$ cat src/hw/opl_pkg.sv
`default_nettype none

package opl_pkg;
    localparam int num_banks = 2;
    localparam int num_ops_per_bank = 18;
    localparam int num_chans_per_bank = 9;
    localparam int num_pairs_per_bank = 3;
    localparam int pipeline_delay = 6;              // operator core latency
    localparam int num_slots = num_banks * num_ops_per_bank;

    localparam int bank_w = 1;
    localparam int op_w = 5;
    localparam int chan_w = $clog2(num_chans_per_bank);
    localparam int pair_w = $clog2(num_pairs_per_bank);
    localparam int state_w = $clog2(num_slots + 1);  // idle plus one state per slot
    localparam int dly_w = $clog2(pipeline_delay + 1);

    localparam int fnum_w = 10;
    localparam int block_w = 3;
    localparam int fb_w = 3;

    localparam int op_out_w = 13;
    localparam int op_out_max = 2 ** (op_out_w - 1) - 1;
    localparam int op_out_min = -(2 ** (op_out_w - 1));
    localparam int op_sum_w = op_out_w + 3;           // headroom for base + mod + feedback

    localparam int mod_src_offset = 3;
    localparam int level_shift = 5;
    // widest base level, fnum shifted by the largest block, minus the level shift
    localparam int base_w = fnum_w + (2 ** block_w - 1) - level_shift;

    localparam int reg_addr_w = 5;
    localparam int conn_sel_addr = 18;

    typedef logic signed [op_out_w-1:0] op_out_t;

    typedef struct packed {
        op_out_t last;  // most recent output of the slot
        op_out_t prev;  // the one before it
    } fb_hist_t;

    // register data layout, msb first
    typedef struct packed {
        logic [fnum_w-1:0] fnum;
        logic [block_w-1:0] block;
        logic kon;
        logic [fb_w-1:0] fb;
        logic cnt;
    } chan_reg_t;
endpackage

`default_nettype wire

$ cat src/hw/chan_regs.sv
`default_nettype none

module chan_regs
    import opl_pkg::*;
(
    input wire clk,
    input wire rst_n,
    input wire reg_wr,
    input wire [reg_addr_w-1:0] reg_addr,
    input wire [bank_w-1:0] reg_bank,
    input wire [$bits(chan_reg_t)-1:0] reg_data,
    output chan_reg_t chan_cfg [num_banks][num_chans_per_bank],
    output logic [num_banks-1:0][num_pairs_per_bank-1:0] conn_sel
);
    logic chan_hit;  // address falls on one of the channel registers
    logic sel_hit;

    always_comb begin
        chan_hit = reg_addr < reg_addr_w'(num_chans_per_bank);
        sel_hit = reg_addr == reg_addr_w'(conn_sel_addr);
    end

    always_ff @(posedge clk or negedge rst_n) begin
        if (!rst_n) begin
            for (int b = 0; b < num_banks; b++) begin
                for (int c = 0; c < num_chans_per_bank; c++) begin
                    chan_cfg[b][c] <= '0;
                end
            end
        end else if (reg_wr && chan_hit) begin
            for (int c = 0; c < num_chans_per_bank; c++) begin
                if (reg_addr == reg_addr_w'(c))
                    chan_cfg[reg_bank][c] <= reg_data;
            end
        end
    end

    // one select bit per 4-op pair, low bits of the data word
    always_ff @(posedge clk or negedge rst_n) begin
        if (!rst_n) begin
            conn_sel <= '0;
        end else if (reg_wr && sel_hit) begin
            conn_sel[reg_bank] <= reg_data[num_pairs_per_bank-1:0];
        end
    end

    // addresses 9..17 are silently dropped, anything past the select is a host bug
    wr_addr_range_a: assert property (
        @(posedge clk) disable iff (!rst_n)
        reg_wr |-> reg_addr <= reg_addr_w'(conn_sel_addr)
    ) else $error("register write to unmapped address %0d", reg_addr);

endmodule

`default_nettype wire

$ cat src/hw/op_control.sv
`default_nettype none

module op_control
    import opl_pkg::*;
(
    input wire clk,
    input wire rst_n,
    input wire sample_clk_en,
    input wire reg_wr,
    input wire [reg_addr_w-1:0] reg_addr,
    input wire [bank_w-1:0] reg_bank,
    input wire [$bits(chan_reg_t)-1:0] reg_data,
    output logic out_valid,
    output logic [bank_w-1:0] out_bank,
    output logic [op_w-1:0] out_op,
    output op_out_t out_value
);
    chan_reg_t chan_cfg [num_banks][num_chans_per_bank];
    logic [num_banks-1:0][num_pairs_per_bank-1:0] conn_sel;
    logic slot_start;
    logic busy;
    logic [bank_w-1:0] slot_bank;
    logic [op_w-1:0] slot_op;
    logic [fnum_w-1:0] fnum;
    logic [block_w-1:0] block;
    logic kon;
    logic [fb_w-1:0] fb;
    logic use_feedback;
    logic mod_en;
    logic [op_w-1:0] mod_addr;
    op_out_t mod_rd_data;
    fb_hist_t fb_rd_data;
    fb_hist_t fb_wr_data;
    logic [pipeline_delay:1][bank_w-1:0] bank_p;  // slot index riding beside the core
    logic [pipeline_delay:1][op_w-1:0] op_p;

    chan_regs chan_regs_i (.clk, .rst_n, .reg_wr, .reg_addr, .reg_bank, .reg_data,
                           .chan_cfg, .conn_sel);

    slot_sequencer seq_i (.clk, .rst_n, .sample_clk_en, .slot_start, .slot_bank,
                          .slot_op, .busy);

    slot_router router_i (.slot_bank, .slot_op, .chan_cfg, .conn_sel, .fnum, .block,
                          .kon, .fb, .use_feedback, .mod_en, .mod_addr);

    op_core core_i (.clk, .rst_n, .slot_start, .fnum, .block, .kon, .fb, .use_feedback,
                    .mod_en, .mod_value(mod_rd_data), .fb_hist(fb_rd_data),
                    .result_valid(out_valid), .result(out_value));

    always_ff @(posedge clk or negedge rst_n) begin
        if (!rst_n) begin
            bank_p <= '0;
            op_p <= '0;
        end else begin
            bank_p <= {bank_p[pipeline_delay-1:1], slot_bank};
            op_p <= {op_p[pipeline_delay-1:1], slot_op};
        end
    end

    assign out_bank = bank_p[pipeline_delay];
    assign out_op = op_p[pipeline_delay];

    // fb history still holds this slot's read, so shift the new output in
    always_comb begin
        fb_wr_data.last = out_value;
        fb_wr_data.prev = fb_rd_data.last;
    end

    slot_mem #(.payload_t(op_out_t)) mod_mem_i (
        .clk, .rst_n, .wr_en(out_valid), .wr_bank(out_bank), .wr_addr(out_op),
        .wr_data(out_value), .rd_en(slot_start), .rd_bank(slot_bank), .rd_addr(mod_addr),
        .rd_data(mod_rd_data));

    slot_mem #(.payload_t(fb_hist_t)) fb_mem_i (
        .clk, .rst_n, .wr_en(out_valid), .wr_bank(out_bank), .wr_addr(out_op),
        .wr_data(fb_wr_data), .rd_en(slot_start), .rd_bank(slot_bank), .rd_addr(slot_op),
        .rd_data(fb_rd_data));

    // results only inside a frame, and exactly one core latency after their slot strobe
    out_timing_a: assert property (
        @(posedge clk) disable iff (!rst_n)
        out_valid |-> busy && $past(slot_start, pipeline_delay)
    ) else $error("out_valid not aligned with a slot strobe");

endmodule

`default_nettype wire

$ cat src/hw/op_core.sv
`default_nettype none

module op_core
    import opl_pkg::*;
(
    input wire clk,
    input wire rst_n,
    input wire slot_start,
    input wire [fnum_w-1:0] fnum,
    input wire [block_w-1:0] block,
    input wire kon,
    input wire [fb_w-1:0] fb,
    input wire use_feedback,
    input wire mod_en,
    input wire op_out_t mod_value,
    input wire fb_hist_t fb_hist,
    output logic result_valid,
    output op_out_t result
);
    logic [pipeline_delay:1] vld;
    logic [fnum_w-1:0] s1_fnum, s2_fnum;
    logic [block_w-1:0] s1_block, s2_block;
    logic [fb_w-1:0] s1_fb, s2_fb, s3_fb;
    logic s1_kon, s2_kon, s3_kon, s4_kon, s5_kon;
    logic s1_use_fb, s1_mod_en;
    logic s2_fb_on, s3_fb_on;
    op_out_t s2_mod, s3_mod, s4_mod;
    fb_hist_t s2_hist, s3_hist;
    logic [base_w-1:0] s3_base, s4_base;
    logic [base_w+level_shift-1:0] shifted;
    logic signed [op_out_w:0] hist_sum;
    logic signed [op_out_w:0] s4_fb_term;
    logic signed [op_sum_w-1:0] s5_sum;
    op_out_t sat;

    always_ff @(posedge clk or negedge rst_n) begin
        if (!rst_n) begin
            vld <= '0;
            result <= '0;
        end else begin
            vld <= {vld[pipeline_delay-1:1], slot_start};
            if (vld[pipeline_delay-1])
                result <= s5_kon ? sat : '0;  // key off silences the slot
        end
    end

    always_comb begin
        shifted = (base_w + level_shift)'(s2_fnum) << s2_block;
        hist_sum = $signed({s3_hist.last[op_out_w-1], s3_hist.last})
                 + $signed({s3_hist.prev[op_out_w-1], s3_hist.prev});
        if (s5_sum > op_sum_w'(op_out_max))
            sat = op_out_t'(op_out_max);
        else if (s5_sum < op_sum_w'(op_out_min))
            sat = op_out_t'(op_out_min);
        else
            sat = op_out_t'(s5_sum);
    end

    always_ff @(posedge clk) begin
        if (slot_start) begin          // stage 1 captures the slot parameters
            s1_fnum <= fnum;
            s1_block <= block;
            s1_kon <= kon;
            s1_fb <= fb;
            s1_use_fb <= use_feedback;
            s1_mod_en <= mod_en;
        end
        if (vld[1]) begin              // stage 2 takes the memory data a cycle late
            s2_fnum <= s1_fnum;
            s2_block <= s1_block;
            s2_kon <= s1_kon;
            s2_fb <= s1_fb;
            s2_fb_on <= s1_use_fb && s1_fb != '0;
            s2_mod <= s1_mod_en ? mod_value : '0;
            s2_hist <= fb_hist;
        end
        s3_base <= base_w'(shifted >> level_shift);
        {s3_kon, s3_fb, s3_fb_on, s3_mod, s3_hist} <= {s2_kon, s2_fb, s2_fb_on, s2_mod, s2_hist};
        if (s3_fb_on)
            s4_fb_term <= hist_sum >>> (4'd9 - 4'(s3_fb));
        else
            s4_fb_term <= '0;
        {s4_kon, s4_base, s4_mod} <= {s3_kon, s3_base, s3_mod};
        s5_sum <= op_sum_w'($signed({1'b0, s4_base})) + op_sum_w'(s4_mod)
                + op_sum_w'(s4_fb_term);
        s5_kon <= s4_kon;
    end

    assign result_valid = vld[pipeline_delay];

endmodule

`default_nettype wire

$ cat src/hw/slot_mem.sv
`default_nettype none

module slot_mem
    import opl_pkg::*;
#(
    parameter type payload_t = op_out_t
) (
    input wire clk,
    input wire rst_n,
    input wire wr_en,
    input wire [bank_w-1:0] wr_bank,
    input wire [op_w-1:0] wr_addr,
    input wire payload_t wr_data,
    input wire rd_en,
    input wire [bank_w-1:0] rd_bank,
    input wire [op_w-1:0] rd_addr,
    output payload_t rd_data
);
    payload_t mem [num_banks][num_ops_per_bank];

    always_ff @(posedge clk or negedge rst_n) begin
        if (!rst_n) begin
            for (int b = 0; b < num_banks; b++) begin
                for (int a = 0; a < num_ops_per_bank; a++) begin
                    mem[b][a] <= '0;
                end
            end
            rd_data <= '0;
        end else begin
            if (wr_en)
                mem[wr_bank][wr_addr] <= wr_data;
            if (rd_en)
                rd_data <= mem[rd_bank][rd_addr];  // held until the next read
        end
    end

    wr_addr_a: assert property (
        @(posedge clk) disable iff (!rst_n) wr_en |-> wr_addr < op_w'(num_ops_per_bank)
    ) else $error("slot memory write address %0d out of range", wr_addr);

    rd_addr_a: assert property (
        @(posedge clk) disable iff (!rst_n) rd_en |-> rd_addr < op_w'(num_ops_per_bank)
    ) else $error("slot memory read address %0d out of range", rd_addr);

endmodule

`default_nettype wire

$ cat src/hw/slot_router.sv
`default_nettype none

module slot_router
    import opl_pkg::*;
(
    input wire [bank_w-1:0] slot_bank,
    input wire [op_w-1:0] slot_op,
    input wire chan_reg_t chan_cfg [num_banks][num_chans_per_bank],
    input wire [num_banks-1:0][num_pairs_per_bank-1:0] conn_sel,
    output logic [fnum_w-1:0] fnum,
    output logic [block_w-1:0] block,
    output logic kon,
    output logic [fb_w-1:0] fb,
    output logic use_feedback,
    output logic mod_en,
    output logic [op_w-1:0] mod_addr
);
    logic [2:0] grp;           // which run of three ops
    logic [pair_w-1:0] rel;    // position inside the run
    logic [chan_w-1:0] ch_idx;
    logic pair_on;
    logic is_mod;
    logic pair_lo;             // op 6+k of a 4-op pair
    logic pair_hi;             // op 9+k of a 4-op pair
    logic lo_cnt;
    logic hi_cnt;
    chan_reg_t cfg;

    always_comb begin
        grp = 3'd0;
        rel = pair_w'(slot_op);
        for (int g = 1; g < 6; g++) begin
            if (slot_op >= op_w'(3 * g)) begin
                grp = 3'(g);
                rel = pair_w'(slot_op - op_w'(3 * g));
            end
        end

        pair_on = conn_sel[slot_bank][rel];
        is_mod = 1'b0;
        pair_lo = 1'b0;
        pair_hi = 1'b0;
        ch_idx = chan_w'(rel);
        case (grp)
            3'd0: is_mod = 1'b1;                         // modulators of channels 0-2
            3'd2: begin
                if (pair_on) begin
                    pair_lo = 1'b1;
                end else begin
                    ch_idx = chan_w'(rel) + chan_w'(3);
                    is_mod = 1'b1;
                end
            end
            3'd3: begin
                if (pair_on)
                    pair_hi = 1'b1;
                else
                    ch_idx = chan_w'(rel) + chan_w'(3);
            end
            3'd4: begin
                ch_idx = chan_w'(rel) + chan_w'(6);
                is_mod = 1'b1;
            end
            3'd5: ch_idx = chan_w'(rel) + chan_w'(6);
            default: ch_idx = chan_w'(rel);              // carriers of channels 0-2
        endcase

        cfg = chan_cfg[slot_bank][ch_idx];
        lo_cnt = chan_cfg[slot_bank][chan_w'(rel)].cnt;
        hi_cnt = chan_cfg[slot_bank][chan_w'(rel) + chan_w'(3)].cnt;

        fnum = cfg.fnum;
        block = cfg.block;
        kon = cfg.kon;
        use_feedback = is_mod;
        fb = is_mod ? cfg.fb : '0;

        if (pair_lo)
            mod_en = !(!lo_cnt && hi_cnt);
        else if (pair_hi)
            mod_en = !(lo_cnt && hi_cnt);
        else
            mod_en = !is_mod && !cfg.cnt;   // 2-op carrier, fm unless additive

        // source slot three back, clamped at the bank start
        mod_addr = (slot_op >= op_w'(mod_src_offset)) ? slot_op - op_w'(mod_src_offset) : '0;
    end

endmodule

`default_nettype wire

$ cat src/hw/slot_sequencer.sv
`default_nettype none

module slot_sequencer
    import opl_pkg::*;
(
    input wire clk,
    input wire rst_n,
    input wire sample_clk_en,
    output logic slot_start,
    output logic [bank_w-1:0] slot_bank,
    output logic [op_w-1:0] slot_op,
    output logic busy
);
    logic [state_w-1:0] state;    // 0 is idle, 1..36 are the slots
    logic [dly_w-1:0] dly_cnt;
    logic [state_w-1:0] idx;

    always_ff @(posedge clk or negedge rst_n) begin
        if (!rst_n) begin
            state <= '0;
            dly_cnt <= '0;
        end else if (state == '0) begin
            dly_cnt <= '0;
            if (sample_clk_en)
                state <= state_w'(1);
        end else if (dly_cnt == dly_w'(pipeline_delay)) begin
            dly_cnt <= '0;
            state <= (state == state_w'(num_slots)) ? '0 : state + state_w'(1);
        end else begin
            dly_cnt <= dly_cnt + dly_w'(1);
        end
    end

    always_comb begin
        busy = state != '0;
        slot_start = busy && dly_cnt == '0;  // first cycle of each slot
        idx = state - state_w'(1);
        if (!busy) begin
            slot_bank = '0;
            slot_op = '0;
        end else if (idx >= state_w'(num_ops_per_bank)) begin
            slot_bank = bank_w'(1);
            slot_op = op_w'(idx - state_w'(num_ops_per_bank));
        end else begin
            slot_bank = '0;
            slot_op = op_w'(idx);
        end
    end

    // a slot only starts out of a running frame or right after an accepted strobe
    start_from_idle_a: assert property (
        @(posedge clk) disable iff (!rst_n)
        slot_start |-> $past(busy) || $past(sample_clk_en)
    ) else $error("slot strobe fired while idle");

endmodule

`default_nettype wire
$ cat config.mk
export PLATFORM = sky130hd
export DESIGN_NAME = op_control
export DESIGN_NICKNAME = d
export VERILOG_FILES = /design/src/hw/opl_pkg.sv /design/src/hw/chan_regs.sv /design/src/hw/op_control.sv /design/src/hw/op_core.sv /design/src/hw/slot_mem.sv /design/src/hw/slot_router.sv /design/src/hw/slot_sequencer.sv
export SDC_FILE = /design/constraint.sdc
export NUM_CORES = 2
export LEC_CHECK = 0
export ABC_CLOCK_PERIOD_IN_PS = 5730
export BUFFER_PORTS_ARGS = -buffer_cell sky130_fd_sc_hd__buf_2
export CELL_PAD_IN_SITES_DETAIL_PLACEMENT = 0
export CELL_PAD_IN_SITES_GLOBAL_PLACEMENT = 1
export CORE_UTILIZATION = 36
export DETAILED_ROUTE_END_ITERATION = 16
export GPL_TIMING_DRIVEN = 0
export PLACE_DENSITY_LB_ADDON = 0.1
export SETUP_SLACK_MARGIN = 0.05
export SYNTH_ARGS = -nofsm -noshare
export SYNTH_HDL_FRONTEND = slang
export SYNTH_HIERARCHICAL = 1
export SYNTH_SLANG_ARGS = --single-unit
$ cat constraint.sdc
create_clock -name clk -period 5.73 [get_ports clk]
set_input_delay 0 -clock clk [delete_from_list [all_inputs] [get_ports clk]]
set_output_delay 0 -clock clk [all_outputs]
set_load 0.05 [all_outputs]
==> run metrics <==
Via Count 55280; number of global-route vias before repair roughly 59000; Setup Crit Path Kind reg2reg; Synth top area share between 50% and 60%; syn_area_per_cell 14.70 µm²; Synth Register Bits 2025; Fin. Hold Viols 0; area of the multi-input gates 38760 µm²; dpl hpwl around 200000 µm; nets@finish 6672; Longest Clk Path Bufs 3; fin cells between 10000 and 15000; number of core rows 184; Syn-to-layout area delta 15.54%; startpoint types flip-flop; final setup violation count 0; Slew Limit Fails 0; final worst path period need 5513 ps; via/cell ratio 5.449; first-pass GRT wire length 425300 µm; CTS tree done; WL final 287900 µm; Post-synth EDFFs 76; skew final 32.42 ps; outcome finished, final reports clean; CP endpoint kind flip-flop; fin area 105600 µm²; 1st-iter DRT viols 3491; Cells after DPL 9633; Max Cap Violations 0; main area contributors after synthesis dfrtp_1 50%, mux2_2 22%, mux4_2 6.4%, mux2i_1 2.6%, edfxtp_1 2.5%; top cells by count, synth 1837 x dfrtp_1, 1810 x mux2_2, 258 x mux4_2; register area share after synthesis a little under three fifths; initial antenna violation count 8; IO buf count 43; Slew @ Worst Pin 1450 ps; Critical Path Fanout Max 10; Synth Flop Type dfrtp_1; CP Data Arrival Time 6220 ps; Post-synth ARST share 90.72%; ratio of cells with drive above 1 in the final layout a little over two fifths; # DRC 0; area leader, netlist dfrtp_1; Clock Latency Late Sink about 900 ps; DR WL/cell 28.37 µm; # IOs 48; Fmax around 180 MHz; Fillers between 20000 and 25000; Syn. warnings 6; Core Region ~250000 µm²; Sequential Area 50500 µm²; post-synthesis cell type count 110; Clock Sinks 2025; Detail Route Antenna Nets 0; syn_nets 6299; Tcrit/Tclk final a little over nine tenths; Hold Path Class in2reg; Critical Path RT ~6400 ps; Pre-antenna DRT Iters 5; Overflow after GRT 0; dpl cell area 96290 µm²; Rel. slew slack between 3 and 4%; post-synthesis cell count about 6200; count leader, synth dfrtp_1; Clock Pin Slew Worst Setup and Hold Paths 60 ps; die area 256000 µm²; Die W slightly above 500 µm; clock root buffer clkbuf_16; CTS H-tree depth 4; GRT Total Usage 22.66%; initial core utilization 36.30%; die height 505.9 µm; GPL Wtd Cong 0.8193; mapped cell area 91420 µm²; RSZ-0062 raised after global routing yes; largest net degree at the start of global routing about 160; TritonCTS Buffers around 230
## kinds of logic (layout without fill, tap and decap cells)
family	Yosys count	after routing	share of synthesized area [%]
DFF	2025	2025	55.23
buffers and inverters	563	1137	3.018
AOI/OAI and AO/OA	596	596	4.871
adders and majority gates	52	52	0.8266
muxes	2347	2347	32.03
other	0	4	0
xor gates and xnor gates	23	23	0.2203
and+or+nand+nor	613	613	3.807
## placed cells by master (no fill, tap or decap), types with 31 or more instances in the layout
cell / count
mux4_2: 258
a21oi_1: 68
ha_1: 34
o22ai_1: 43
nor2b_1: 44
nand2_2: 31
dfrtp_1: 1830
buf_2: 171
and3_1: 31
buf_1: 42
a211oi_1: 36
clkbuf_8: 51
mux2i_1: 235
nor2_1: 86
clkbuf_1: 273
a221oi_1: 31
edfxtp_1: 76
nand3_1: 81
mux2_2: 1809
clkinv_2: 43
buf_4: 95
o221ai_1: 48
nand2_1: 115
dlygate4sd3_1: 44
clkbuf_16: 233
dfxtp_1: 112
o31ai_1: 33
inv_1: 50
o21ai_0: 96
## sequential cells by signal (all words and copies together) (netlist names), 15 cells and up
name                  cells
mod_mem_i/mem           468
op_p                     25
fb_mem_i/rd_data         26
core_i/s5_sum            15
core_i/s3_hist           26
core_i/s2_hist           26
chan_regs_i/chan_cfg    324
fb_mem_i/mem            936
## metal layers
layer | track usage, % | vias to the layer above | routed length [µm]
met3 | 3.101 | 319 | 10870
met1 | 32.68 | 30020 | 136900
met4 | 5.078 | 0 | 5740
met5 | 0 | - | 0
met2 | 36.12 | 966 | 134300
li1 | - | 23980 | -
## worst max-delay path: stages (launching register included)
cell	delay, ps
dfrtp_2	360
inv_1	70
ha_4	180
or2_2	270
o211ai_1	220
a41o_1	270
nand2_2	100
mux2i_4	220
ha_4	180
or4_4	520
a21oi_4	170
inv_2	60
ha_4	260
o21ai_0	80
a22o_2	330
o211ai_1	190
a21boi_4	340
clkbuf_4	280
buf_4	230
clkbuf_4	250
nand3_1	90
a31oi_1	270
nand4b_1	200
nand3_2	180
## path summary, 6_finish.rpt
path                                             to  cells past startpoint        startpoint  slack [ps]
hold reg to reg                    core_i/s4_mod[5]                      0  core_i/s3_mod[5]         320
min in group asynchronous        mod_mem_i/mem[135]                      4             rst_n         410
setup / recovery                 core_i/s1_block[0]                     23    seq_i/state[1]         220
hold / removal             chan_regs_i/chan_cfg[59]                      3       reg_data[5]          60
max in group asynchronous         fb_mem_i/mem[269]                      8             rst_n        1970
setup reg to reg                 core_i/s1_block[0]                     23    seq_i/state[1]         220
## per-stage QoR
stage          worst slack [ps]  hold slack [ps]  setup TNS [ps]  utilization [%]
2_1_floorplan             245.1           -295.6               0                -
3_3_place_gp             -38340            256.9               -            38.05
3_5_place_dp              -1930            125.0          -54870            38.23
4_1_cts                   70.87            1.140               0            41.77
5_1_grt                   11.85            41.04               0            41.94
6_report                  216.9            57.57               0            41.94
## final cells by class
cell class / instances / area share [%]
repair buffers: 143 / 1.301
inverters: 57 / 0.2097
flip-flops and latches: 2025 / 47.81
diodes: 4 / 0.009476
multi-input cells: 3631 / 36.69
clock inverters: 95 / 1.091
clock buffers: 336 / 6.369
plain buffers: 506 / 2.553
well taps: 3348 / 3.966
## repair_timing
action                                  4_1_cts  5_1_grt
endpoints found under the hold margin       704        0
cloned                                        0        0
endpoints found under the setup margin       58       27
buffers inserted                             17       17
resized for setup                           117       79
hold buffers                                 43        0
pin swaps                                    15       20
Power is left out: the tool's default activity adds up to more than one toggle a clock period on the data nets, which glitch-free logic cannot reach.
